$ cat src/hw/fft_pkg.sv
`default_nettype none

package fft_pkg;

   // Pipeline depths that the stages rely on to line up the sync strobe
   localparam int WM_LATENCY  = 4;  // Twiddle multiplier, input to output
   localparam int ROM_LATENCY = 1;  // Twiddle ROM read

   localparam int DEF_WIDTH         = 16;
   localparam int DEF_TWIDDLE_WIDTH = 10;

   // Outputs leave the SDF chain in bit-reversed order, so ctr_o maps to
   // a bin number by reversing its low bits
   function automatic int unsigned bit_reverse(input int unsigned idx,
                                               input int unsigned bits);
      int unsigned r;
      r = 0;
      for (int unsigned b = 0; b < bits; b++) begin
         r = (r << 1) | ((idx >> b) & 1);
      end
      return r;
   endfunction

endpackage

`default_nettype wire

$ cat src/hw/fft_twiddle_rom.sv
`timescale 1ns/1ns
`default_nettype none

module fft_twiddle_rom #(
   parameter int TWIDDLE_WIDTH = fft_pkg::DEF_TWIDDLE_WIDTH,
   parameter int N             = 16,
   parameter int STAGE         = 0
) (
   input  wire logic                            clk,
   input  wire logic [$clog2(N)-1:0]            ctr_i,
   output logic signed [TWIDDLE_WIDTH-1:0]      w_re_o,
   output logic signed [TWIDDLE_WIDTH-1:0]      w_im_o
);

   localparam int LOG2N = $clog2(N);
   localparam int D     = N >> (STAGE + 1);
   localparam int PB    = LOG2N - 1 - STAGE;  // Phase bit of ctr_i
   localparam int LAT   = fft_pkg::ROM_LATENCY;

   // Twiddle W_N^k scaled so that 1.0 maps to the largest positive code
   function automatic logic signed [TWIDDLE_WIDTH-1:0] tw_val(input int k, input bit im);
      real ang;
      real v;
      int  iv;
      ang = 2.0 * 3.14159265358979 * k / N;
      v   = im ? -$sin(ang) : $cos(ang);
      iv  = int'(v * ((1 << (TWIDDLE_WIDTH - 1)) - 1));  // Cast rounds to nearest
      return iv[TWIDDLE_WIDTH-1:0];
   endfunction

   logic signed [TWIDDLE_WIDTH-1:0] rom_re [0:D-1];
   logic signed [TWIDDLE_WIDTH-1:0] rom_im [0:D-1];
   logic signed [TWIDDLE_WIDTH-1:0] w_re_sr [0:LAT-1];
   logic signed [TWIDDLE_WIDTH-1:0] w_im_sr [0:LAT-1];
   logic [PB-1:0]                   idx;

   // Only the k = j * 2^STAGE subset is ever needed by this stage
   for (genvar j = 0; j < D; j++) begin : g_tab
      localparam logic signed [TWIDDLE_WIDTH-1:0] RE = tw_val(j << STAGE, 1'b0);
      localparam logic signed [TWIDDLE_WIDTH-1:0] IM = tw_val(j << STAGE, 1'b1);
      assign rom_re[j] = RE;
      assign rom_im[j] = IM;
   end

   // Entry 0 holds the unit twiddle used while the butterfly emits sums
   assign idx = ctr_i[PB] ? ctr_i[PB-1:0] : '0;

   always_ff @(posedge clk) begin
      w_re_sr[0] <= rom_re[idx];
      w_im_sr[0] <= rom_im[idx];
      for (int i = 1; i < LAT; i++) begin
         w_re_sr[i] <= w_re_sr[i-1];
         w_im_sr[i] <= w_im_sr[i-1];
      end
   end

   assign w_re_o = w_re_sr[LAT-1];
   assign w_im_o = w_im_sr[LAT-1];

endmodule

`default_nettype wire

$ cat src/hw/fft_bf.sv
`timescale 1ns/1ns
`default_nettype none

module fft_bf #(
   parameter int WIDTH = fft_pkg::DEF_WIDTH,
   parameter int N     = 16,
   parameter int STAGE = 0
) (
   input  wire logic                       clk,
   input  wire logic                       srst_n,
   input  wire logic signed [WIDTH-1:0]    x_re_i,
   input  wire logic signed [WIDTH-1:0]    x_im_i,
   input  wire logic [$clog2(N)-1:0]       ctr_i,
   input  wire logic                       sync_i,
   output logic signed [WIDTH-1:0]         z_re_o,
   output logic signed [WIDTH-1:0]         z_im_o,
   output logic [$clog2(N)-1:0]            ctr_o,
   output logic                            sync_o
);

   localparam int LOG2N = $clog2(N);
   localparam int D     = N >> (STAGE + 1);  // Feedback delay depth
   localparam int PB    = LOG2N - 1 - STAGE;

   logic signed [WIDTH-1:0] dl_re [0:D-1];
   logic signed [WIDTH-1:0] dl_im [0:D-1];
   logic signed [WIDTH-1:0] old_re;
   logic signed [WIDTH-1:0] old_im;
   logic signed [WIDTH:0]   sum_re;
   logic signed [WIDTH:0]   sum_im;
   logic signed [WIDTH:0]   dif_re;
   logic signed [WIDTH:0]   dif_im;
   logic [LOG2N-1:0]        ctr_sr [0:D];
   logic [D:0]              sync_sr;
   logic                    phase;

   // Divide by two with round half to even; the sum of two WIDTH-bit words
   // halved always fits back into WIDTH bits
   function automatic logic signed [WIDTH-1:0] half_round(input logic signed [WIDTH:0] v);
      logic [WIDTH:0] q;
      q = {v[WIDTH], v[WIDTH:1]} + (v[0] & v[1]);
      return q[WIDTH-1:0];
   endfunction

   assign phase  = ctr_i[PB];       // Low half loads, high half computes
   assign old_re = dl_re[D-1];      // Sample from D cycles earlier
   assign old_im = dl_im[D-1];

   assign sum_re = old_re + x_re_i;
   assign sum_im = old_im + x_im_i;
   assign dif_re = old_re - x_re_i;
   assign dif_im = old_im - x_im_i;

   always_ff @(posedge clk) begin
      // The delay line takes raw input in the load half and feeds the
      // differences back in the compute half
      dl_re[0] <= phase ? half_round(dif_re) : x_re_i;
      dl_im[0] <= phase ? half_round(dif_im) : x_im_i;
      for (int i = 1; i < D; i++) begin
         dl_re[i] <= dl_re[i-1];
         dl_im[i] <= dl_im[i-1];
      end

      // In the load half the stored differences drain out
      if (phase) begin
         z_re_o <= half_round(sum_re);
         z_im_o <= half_round(sum_im);
      end else begin
         z_re_o <= old_re;
         z_im_o <= old_im;
      end
   end

   // Index travels D+1 cycles so each output keeps its own position
   always_ff @(posedge clk) begin
      ctr_sr[0] <= ctr_i;
      for (int i = 1; i <= D; i++) begin
         ctr_sr[i] <= ctr_sr[i-1];
      end
   end

   always_ff @(posedge clk) begin
      if (!srst_n) begin
         sync_sr <= '0;
      end else begin
         sync_sr <= {sync_sr[D-1:0], sync_i};
      end
   end

   assign ctr_o  = ctr_sr[D];
   assign sync_o = sync_sr[D];

endmodule

`default_nettype wire

$ cat src/hw/fft_wm.sv
`timescale 1ns/1ns
`default_nettype none

module fft_wm #(
   parameter int WIDTH         = fft_pkg::DEF_WIDTH,
   parameter int TWIDDLE_WIDTH = fft_pkg::DEF_TWIDDLE_WIDTH,
   parameter int N             = 16
) (
   input  wire logic                              clk,
   input  wire logic                              srst_n,
   input  wire logic                              carry_in,
   output logic                                   carry_out,
   input  wire logic [$clog2(N)-1:0]              ctr_i,
   output logic [$clog2(N)-1:0]                   ctr_o,
   input  wire logic signed [WIDTH-1:0]           x_re_i,
   input  wire logic signed [WIDTH-1:0]           x_im_i,
   input  wire logic signed [TWIDDLE_WIDTH-1:0]   w_re_i,
   input  wire logic signed [TWIDDLE_WIDTH-1:0]   w_im_i,
   output logic signed [WIDTH-1:0]                z_re_o,
   output logic signed [WIDTH-1:0]                z_im_o
);

   localparam int LAT = fft_pkg::WM_LATENCY;
   localparam int CW  = $clog2(N);
   localparam int PW  = WIDTH + TWIDDLE_WIDTH + 1;  // Product width with headroom

   logic signed [WIDTH-1:0]         x1_re;
   logic signed [WIDTH-1:0]         x1_im;
   logic signed [TWIDDLE_WIDTH-1:0] w1_re;
   logic signed [TWIDDLE_WIDTH-1:0] w1_im;
   logic signed [WIDTH-1:0]         x2_re;
   logic signed [WIDTH-1:0]         x2_im;
   logic signed [TWIDDLE_WIDTH:0]   wd;
   logic signed [TWIDDLE_WIDTH:0]   ws;
   logic signed [PW-1:0]            kar_f;
   logic signed [PW-1:0]            kar_r;
   logic signed [PW-1:0]            kar_i;
   logic [CW-1:0]                   ctr_sr [0:LAT-1];
   logic [LAT-1:0]                  carry_sr;

   // Convergent rounding at the twiddle LSB position, then keep WIDTH bits.
   // The top bit is redundant as no twiddle exceeds 2^(TWIDDLE_WIDTH-1)
   function automatic logic signed [WIDTH-1:0] round_out(input logic signed [PW-1:0] v);
      logic [PW-1:0] r;
      r = v + {{(PW-TWIDDLE_WIDTH+1){1'b0}}, v[TWIDDLE_WIDTH-1],
               {(TWIDDLE_WIDTH-2){~v[TWIDDLE_WIDTH-1]}}};
      return r[WIDTH+TWIDDLE_WIDTH-2:TWIDDLE_WIDTH-1];
   endfunction

   // (a+jb)(c+jd) with f = c(a-b), R = b(c-d) + f, I = a(c+d) - f
   always_ff @(posedge clk) begin
      x1_re <= x_re_i;
      x1_im <= x_im_i;
      w1_re <= w_re_i;
      w1_im <= w_im_i;

      kar_f <= w1_re * (x1_re - x1_im);  // First multiply
      x2_re <= x1_re;
      x2_im <= x1_im;
      wd    <= w1_re - w1_im;
      ws    <= w1_re + w1_im;

      kar_r <= x2_im * wd + kar_f;  // Remaining two share this cycle
      kar_i <= x2_re * ws - kar_f;

      z_re_o <= round_out(kar_r);
      z_im_o <= round_out(kar_i);
   end

   always_ff @(posedge clk) begin
      ctr_sr[0] <= ctr_i;
      for (int i = 1; i < LAT; i++) begin
         ctr_sr[i] <= ctr_sr[i-1];
      end
   end

   always_ff @(posedge clk) begin
      if (!srst_n) begin
         carry_sr <= '0;
      end else begin
         carry_sr <= {carry_sr[LAT-2:0], carry_in};
      end
   end

   assign ctr_o     = ctr_sr[LAT-1];
   assign carry_out = carry_sr[LAT-1];

   // The strobe must come out with the product it entered with
   a_carry_latency: assert property (@(posedge clk) disable iff (!srst_n)
      $past(srst_n, LAT) |-> carry_out == $past(carry_in, LAT));

endmodule

`default_nettype wire

$ cat src/hw/fft_stage.sv
`timescale 1ns/1ns
`default_nettype none

module fft_stage #(
   parameter int WIDTH         = fft_pkg::DEF_WIDTH,
   parameter int TWIDDLE_WIDTH = fft_pkg::DEF_TWIDDLE_WIDTH,
   parameter int N             = 16,
   parameter int STAGE         = 0
) (
   input  wire logic                       clk,
   input  wire logic                       srst_n,
   input  wire logic signed [WIDTH-1:0]    x_re_i,
   input  wire logic signed [WIDTH-1:0]    x_im_i,
   input  wire logic [$clog2(N)-1:0]       ctr_i,
   input  wire logic                       sync_i,
   output logic signed [WIDTH-1:0]         z_re_o,
   output logic signed [WIDTH-1:0]         z_im_o,
   output logic [$clog2(N)-1:0]            ctr_o,
   output logic                            sync_o
);

   localparam int LOG2N = $clog2(N);
   localparam int RL    = fft_pkg::ROM_LATENCY;
   localparam bit LAST  = (STAGE == LOG2N - 1);

   if (LAST) begin : g_last
      // No twiddle after the final butterfly
      fft_bf #(.WIDTH(WIDTH), .N(N), .STAGE(STAGE)) fft_bf_inst (
         .clk(clk), .srst_n(srst_n),
         .x_re_i(x_re_i), .x_im_i(x_im_i), .ctr_i(ctr_i), .sync_i(sync_i),
         .z_re_o(z_re_o), .z_im_o(z_im_o), .ctr_o(ctr_o), .sync_o(sync_o)
      );
   end else begin : g_tw
      logic signed [WIDTH-1:0]         bf_re;
      logic signed [WIDTH-1:0]         bf_im;
      logic [LOG2N-1:0]                bf_ctr;
      logic                            bf_sync;
      logic signed [TWIDDLE_WIDTH-1:0] w_re;
      logic signed [TWIDDLE_WIDTH-1:0] w_im;
      logic signed [WIDTH-1:0]         al_re [0:RL-1];
      logic signed [WIDTH-1:0]         al_im [0:RL-1];
      logic [LOG2N-1:0]                al_ctr [0:RL-1];
      logic                            al_sync [0:RL-1];

      fft_bf #(.WIDTH(WIDTH), .N(N), .STAGE(STAGE)) fft_bf_inst (
         .clk(clk), .srst_n(srst_n),
         .x_re_i(x_re_i), .x_im_i(x_im_i), .ctr_i(ctr_i), .sync_i(sync_i),
         .z_re_o(bf_re), .z_im_o(bf_im), .ctr_o(bf_ctr), .sync_o(bf_sync)
      );

      fft_twiddle_rom #(
         .TWIDDLE_WIDTH(TWIDDLE_WIDTH), .N(N), .STAGE(STAGE)
      ) fft_twiddle_rom_inst (
         .clk(clk), .ctr_i(bf_ctr), .w_re_o(w_re), .w_im_o(w_im)
      );

      // Hold the butterfly output while the ROM looks up its twiddle
      always_ff @(posedge clk) begin
         al_re[0]  <= bf_re;
         al_im[0]  <= bf_im;
         al_ctr[0] <= bf_ctr;
         for (int i = 1; i < RL; i++) begin
            al_re[i]  <= al_re[i-1];
            al_im[i]  <= al_im[i-1];
            al_ctr[i] <= al_ctr[i-1];
         end
      end

      always_ff @(posedge clk) begin
         if (!srst_n) begin
            for (int i = 0; i < RL; i++) al_sync[i] <= 1'b0;
         end else begin
            al_sync[0] <= bf_sync;
            for (int i = 1; i < RL; i++) al_sync[i] <= al_sync[i-1];
         end
      end

      fft_wm #(.WIDTH(WIDTH), .TWIDDLE_WIDTH(TWIDDLE_WIDTH), .N(N)) fft_wm_inst (
         .clk(clk), .srst_n(srst_n),
         .carry_in(al_sync[RL-1]), .carry_out(sync_o),
         .ctr_i(al_ctr[RL-1]), .ctr_o(ctr_o),
         .x_re_i(al_re[RL-1]), .x_im_i(al_im[RL-1]),
         .w_re_i(w_re), .w_im_i(w_im),
         .z_re_o(z_re_o), .z_im_o(z_im_o)
      );
   end

endmodule

`default_nettype wire

$ cat config.mk
export PLATFORM = sky130hd
export DESIGN_NAME = fft_stage
export DESIGN_NICKNAME = d
export VERILOG_FILES = /design/src/hw/fft_pkg.sv /design/src/hw/fft_twiddle_rom.sv /design/src/hw/fft_bf.sv /design/src/hw/fft_wm.sv /design/src/hw/fft_stage.sv
export SDC_FILE = /design/constraint.sdc
export NUM_CORES = 2
export LEC_CHECK = 0
export BUFFER_PORTS_ARGS = -buffer_cell sky130_fd_sc_hd__buf_2
export CAP_MARGIN = 5
export CORE_MARGIN = 5
export CORE_UTILIZATION = 30
export CTS_CLUSTER_DIAMETER = 120
export CTS_CLUSTER_SIZE = 12
export DETAILED_ROUTE_END_ITERATION = 6
export GPL_ROUTABILITY_DRIVEN = 0
export PLACE_DENSITY = 0.58
export SYNTH_ARGS = -nofsm -noshare
export SYNTH_HDL_FRONTEND = slang
export SYNTH_SLANG_ARGS = --single-unit
$ cat constraint.sdc
create_clock -name clk -period 6.9 [get_ports clk]
set_clock_uncertainty 0.05 [all_clocks]
set_input_delay 0.69 -clock clk [delete_from_list [all_inputs] [get_ports clk]]
set_output_delay 0.69 -clock clk [all_outputs]
set_load 0.005 [all_outputs]
Yosys cells after proc, flatten, opt, wreduce, memory -nomap -nowiden
Memories as Yosys holds them, arrays and structs flattened. A register that Yosys moved wholly into a read port is not among the register bits.
Cells that the tools add are included.

word-level totals
  logic and storage cells = 66
  memories = 12
  memory bits (writable) = 365
  bits in read-only memories = 160
  output and inout bits = 37
  register bits = 206
  input port bits = 39

cells by class
  multiply operators = 3
  reduce and logical (&&, ||, !) cells = 2
  magnitude comparators = 1
  add/subtract/negate cells = 15
  bitwise logic cells = 7
  multiplexer cells = 13

memories
  name                     words  bits a word  rd ports  clocked after memory_dff  wr ports  line                   text
  g_tw.fft_bf_inst.dl_im   8      16           8         0                         8         fft_bf.sv:26           logic signed [WIDTH-1:0] dl_im [0:D-1];
  g_tw.fft_bf_inst.dl_re   8      16           8         0                         8         fft_bf.sv:25           logic signed [WIDTH-1:0] dl_re [0:D-1];
  (no name shown)          8      10           1         0                         0         fft_twiddle_rom.sv:49  w_re_sr[0] <= rom_re[idx];
  (no name shown)          8      10           1         0                         0         fft_twiddle_rom.sv:50  w_im_sr[0] <= rom_im[idx];
  g_tw.fft_bf_inst.ctr_sr  9      4            9         0                         9         fft_bf.sv:33           logic [LOG2N-1:0] ctr_sr [0:D];
  g_tw.al_im               1      16           1         1                         1         fft_stage.sv:41        logic signed [WIDTH-1:0] al_im [0:RL-1];
  +6 memories              -      -            -         -                         -         -

operator list
  cell                number
  $add 16x1->16       4
  $mux 16             4
  $sub 16x16->17      3
  $add 25x9->25       2
  $mul 16x11->25      2
  $mux 10             4
  $add 16x16->17      2
  $add 25x25->25      1
  $mul 10x17->25      1
  $sub 25x25->25      1
  $add 10x10->11      1
  $sub 10x10->11      1
  $and 1x1->1         4
  $ge 4x4->1 const B  1
  $mux 1              4
  $not 3->4           1
  $mux 3              1
  $not 1->1           2
  $logic_not 1->1     1
  $reduce_or 1->1     1

Longest topological paths before layout
An unclocked memory read counts as a cell.

  word-level depth = 6
  depth in mapped cells = 33
  mapped depth without buffers = 33

By module
A second synthesis with hierarchy kept.

second synthesis, totals
  cells, all modules = 4038
  area total of the unflattened synthesis = 40206.1 um^2

modules (own cells, without submodules)
  module           area each (um^2)  cells each  instances  sequential area each (um^2)
  fft_wm           26370.3           2747        1          4644.5
  fft_bf           12431.9           1197        1          6666.4
  fft_stage        747.0             38          1          740.7
  fft_twiddle_rom  656.9             56          1          320.3

Worst setup path before layout
No wires, ideal clock.

  path kind = register -> register
  start point = register g_tw.fft_wm_inst.x1_im[1], read port of g_tw.al_im
  end point = register g_tw.fft_wm_inst.kar_f[24]
  required time = 6732 ps
  cell stages (with the launch flop) = 32
  buffers on the path = 0
  slack = -355 ps
  clock period less this slack = 7255 ps
  arrival time = 7087 ps
  cell sequence = dfxtp_1 inv_1 ha_1 nor2b_1 o21ai_0 a21boi_0 nor3_1 o31a_1 a211oi_1 nor2_1 a21oi_1 xor2_1 nand2_1 fa_1 inv_1 fa_1 fa_1 fa_1 inv_1 fa_1 inv_1 ha_1 a21o_1 a21oi_1 o21bai_1 a21oi_1 o21bai_1 a21oi_1 o21ai_0 a21oi_1 xnor3_1 xnor2_1

on the way
  word-level cells in the longest chain between the ends = 2

ends and longest elaborated chain
  what                  line          text
  from (decl)           fft_wm.sv:28  logic signed [WIDTH-1:0] x1_im;
  $sub 16x16->17        fft_wm.sv:57  kar_f <= w1_re * (x1_re - x1_im);
  $mul 10x17->25        fft_wm.sv:57
  to (signal assigned)  fft_wm.sv:57
  to (decl)             fft_wm.sv:35  logic signed [PW-1:0] kar_f;

Every way passes these cells.
A chain may end at the register's enable or synchronous reset.

Final worst setup path
  start point = register g_tw.fft_wm_inst.x1_re[0], read port of g_tw.al_re
  end point = register g_tw.fft_wm_inst.kar_f[24]

on the way
  word-level cells in the longest chain between the ends = 2

ends and longest elaborated chain
  what            line          text
  from (decl)     fft_wm.sv:27  logic signed [WIDTH-1:0] x1_re;
  $sub 16x16->17  fft_wm.sv:57
  $mul 10x17->25  fft_wm.sv:57

Every way passes these cells.

==> run summary <==
Outcome - finished, violations left
Violated checks - negative setup slack
Area after DPL - 0.0418 sq mm
Area Growth Syn to Fin - 12.9%
WL final - 82.3 mm
Largest net degree at the start of global routing - 78
Top Ports - 76
Core footprint - 0.129 sq mm
Clock sink count - 614
Detail Route Antenna Nets - 0
RSZ-0062 raised after global routing - true
Yosys reg bits - 614
Die area - 0.137 sq mm
Primary FF master, synth - dfxtp_1
Critical Path Sink Type - register
Hold_buf cts - 0
DRT Pass-1 Iters - 5
Setup violators final - 1
Relative slew slack - 31.5%
Via count - 24700
Initial antenna violation count - 4
Initial core utilization - 30.1%
Max-slew violations - 0
CTS buffer count - 59
Reg-to-reg slack, setup - -0.22 ns
Final hold viol count - 0
Crit path kind - register to register
Final Util - 34.0%
First-iteration detailed-routing DRC count - 1144
Share of post-route cells with drive strength above 1 - 9.64%
Syn_area_per_cell - 10.1 sq um
Slew @ Worst Pin - 1.03 ns
Nets - 4829
Routed WL per cell - 14.3 um
Synth async-reset ratio - 0%
Hold Slack - 0.0866 ns
Worst path slowest cell - fa_1
Synth unique cells - 89
WP data arrival - 7.60 ns
Die Y-Extent - 370 um
Tot GR Track Use - 12.3%
Gate Count Post-Synth - 3833
Htree depth - 2
Most frequent CP cell - fa_1
Critical path launch point type - register
Hold-critical path depth - 1
Routed vias/inst - 4.30
Number of synthesized flops with an enable pin - 0
Final critical-path share of the clock period - 103%
Fin crit period - 7.12 ns
Worst-path clk slew - 0.07 ns
Area of the mapped netlist - 0.0388 sq mm
Die width - 370 um
Min-Delay Path Class - primary input to register
Crit path max fanout - 7
Highest Clock Rate - 141 MHz
First-pass GRT wire length - 137 mm
Maxcap violations - 0
Port bufs - 75
Post-layout instance area - 0.0438 sq mm
Slowest stage delay, CP - 0.56 ns
WP data required - 7.38 ns
R2r worst-path depth - 33
Vias in the first global route - 26100
Seq/Total Area, Yosys - 31.7%
Mapped Nets - 4675
Site Rows - 132
Clk_lat worst skew - 0.67 ns
Yosys warns - 0
TritonCTS clock tree - yes
DRC errors left - 0
DP HPWL - 66.5 mm
Root Driver - clkbuf_16
Setup ws final - -0.217 ns
CTS Buffer Depth - 3
GR Overflow Total - 0
[synthesized netlist by cell type (12+ instances only)]
cell	n	share of area (%)
nor3_1	41	0.53
clkbuf_1	105	1.0
inv_1	662	6.4
xor2_1	77	1.7
and2_1	187	3.0
nand2_1	369	3.6
o21a_1	23	0.44
nor2b_1	39	0.63
a211oi_1	16	0.31
nor4_1	21	0.34
ha_1	313	10
a21o_1	29	0.56
nand3_1	28	0.36
nand2b_1	59	0.95
nand4_1	12	0.19
o21bai_1	26	0.50
mux2_2	22	0.64
a21oi_1	107	1.4
and3_1	22	0.35
or3_1	12	0.19
nor2_1	164	1.6
o21ai_0	73	0.94
xnor2_1	175	3.9
dfxtp_1	614	32
fa_1	490	25
[through the flow]
stage / setup TNS, ns / setup slack (ns) / std cells
3_5_place_dp: -1.27 / -0.552 / 5641
4_1_cts: -0.226 / -0.214 / 5729
5_1_grt: -1.66 / -0.564 / 5736
2_1_floorplan: 0 / 0.0120 / 3833
6_report: -0.217 / -0.217 / 5738
3_3_place_gp: -0.427 / -0.374 / 5641
[critical path: cells and delay by family, from the launching register on]
| family | cells | cell delay (ns) |
|---|---|---|
| compound gates | 15 | 2.50 |
| xor+xnor | 3 | 0.59 |
| fa+ha+maj | 8 | 3.05 |
| buf+inv | 4 | 0.18 |
| flops | 1 | 0.32 |
| simple gates | 3 | 0.28 |
[sequential cells by signal, summed over array words and instances, names as in the netlist, 25 cells and up]
| name | cells |
|---|---|
| g_tw.fft_bf_inst.dl_re | 128 |
| g_tw.fft_bf_inst.dl_im | 128 |
| g_tw.fft_wm_inst.kar_r | 25 |
| g_tw.fft_wm_inst.kar_i | 25 |
| g_tw.fft_wm_inst.kar_f | 25 |
| g_tw.fft_bf_inst.ctr_sr | 36 |
[logic make-up after synthesis]
kind of cell / after synthesis / synth area share, %
simple gates: 993 / 12.5
xor+xnor: 253 / 5.75
buf+inv: 780 / 7.60
flops: 614 / 31.7
mux: 25 / 0.716
compound gates: 365 / 6.36
fa+ha+maj: 803 / 35.4
[cell type report]
cell class | count | area, sq um
Fill cell | 13000 | 85200
Multi-Input combinational cell | 2439 | 23800
Sequential cell | 614 | 12300
Inverter | 665 | 2500
Tap cell | 1742 | 2180
Clock buffer | 59 | 1480
Timing Repair Buffer | 208 | 1440
Clock inverter | 9 | 125
Antenna cell | 2 | 5.00
[layout by cell type, fill, tap and decap left out, drive strengths merged, types with 23 or more instances in the layout]
cell    instances
a21o           29
a21oi         111
and2          187
buf           208
clkbuf         59
dfxtp         614
fa            490
ha            313
inv           667
nand2         369
nand2b         60
nand3          28
nor2          164
nor2b          39
nor3           43
o21a           23
o21ai          76
o21bai         26
xnor2         175
xor2           77
[metal layers]
layer	vias up	track usage [%]	routed length [um]
li1	12100	-	-
met1	12100	16.2	37700
met2	365	21.2	39300
met3	109	2.20	3480
met4	0	2.78	1840
met5	-	0	0
[what timing repair did]
item,4_1_cts,5_1_grt
pin swaps,31,33
setup endpoints to repair,8,9
buffers inserted,20,8
resized for setup,36,39
[path summary, 6_finish.rpt]
check                                   startpoint                                     to
max              g_tw.fft_wm_inst.x1_re[0]$_DFF_P_     g_tw.fft_wm_inst.kar_f[24]$_DFF_P_
min                                       ctr_i[1]  g_tw.fft_bf_inst.ctr_sr[0][1]$_DFF_P_
max reg2reg      g_tw.fft_wm_inst.x1_re[0]$_DFF_P_     g_tw.fft_wm_inst.kar_f[24]$_DFF_P_
min reg2reg  g_tw.fft_bf_inst.dl_im[1][13]$_DFF_P_  g_tw.fft_bf_inst.dl_im[1][29]$_DFF_P_
Power is not shown: default switching activity piles up to over one toggle a cycle in this logic, so the estimate is an artifact.
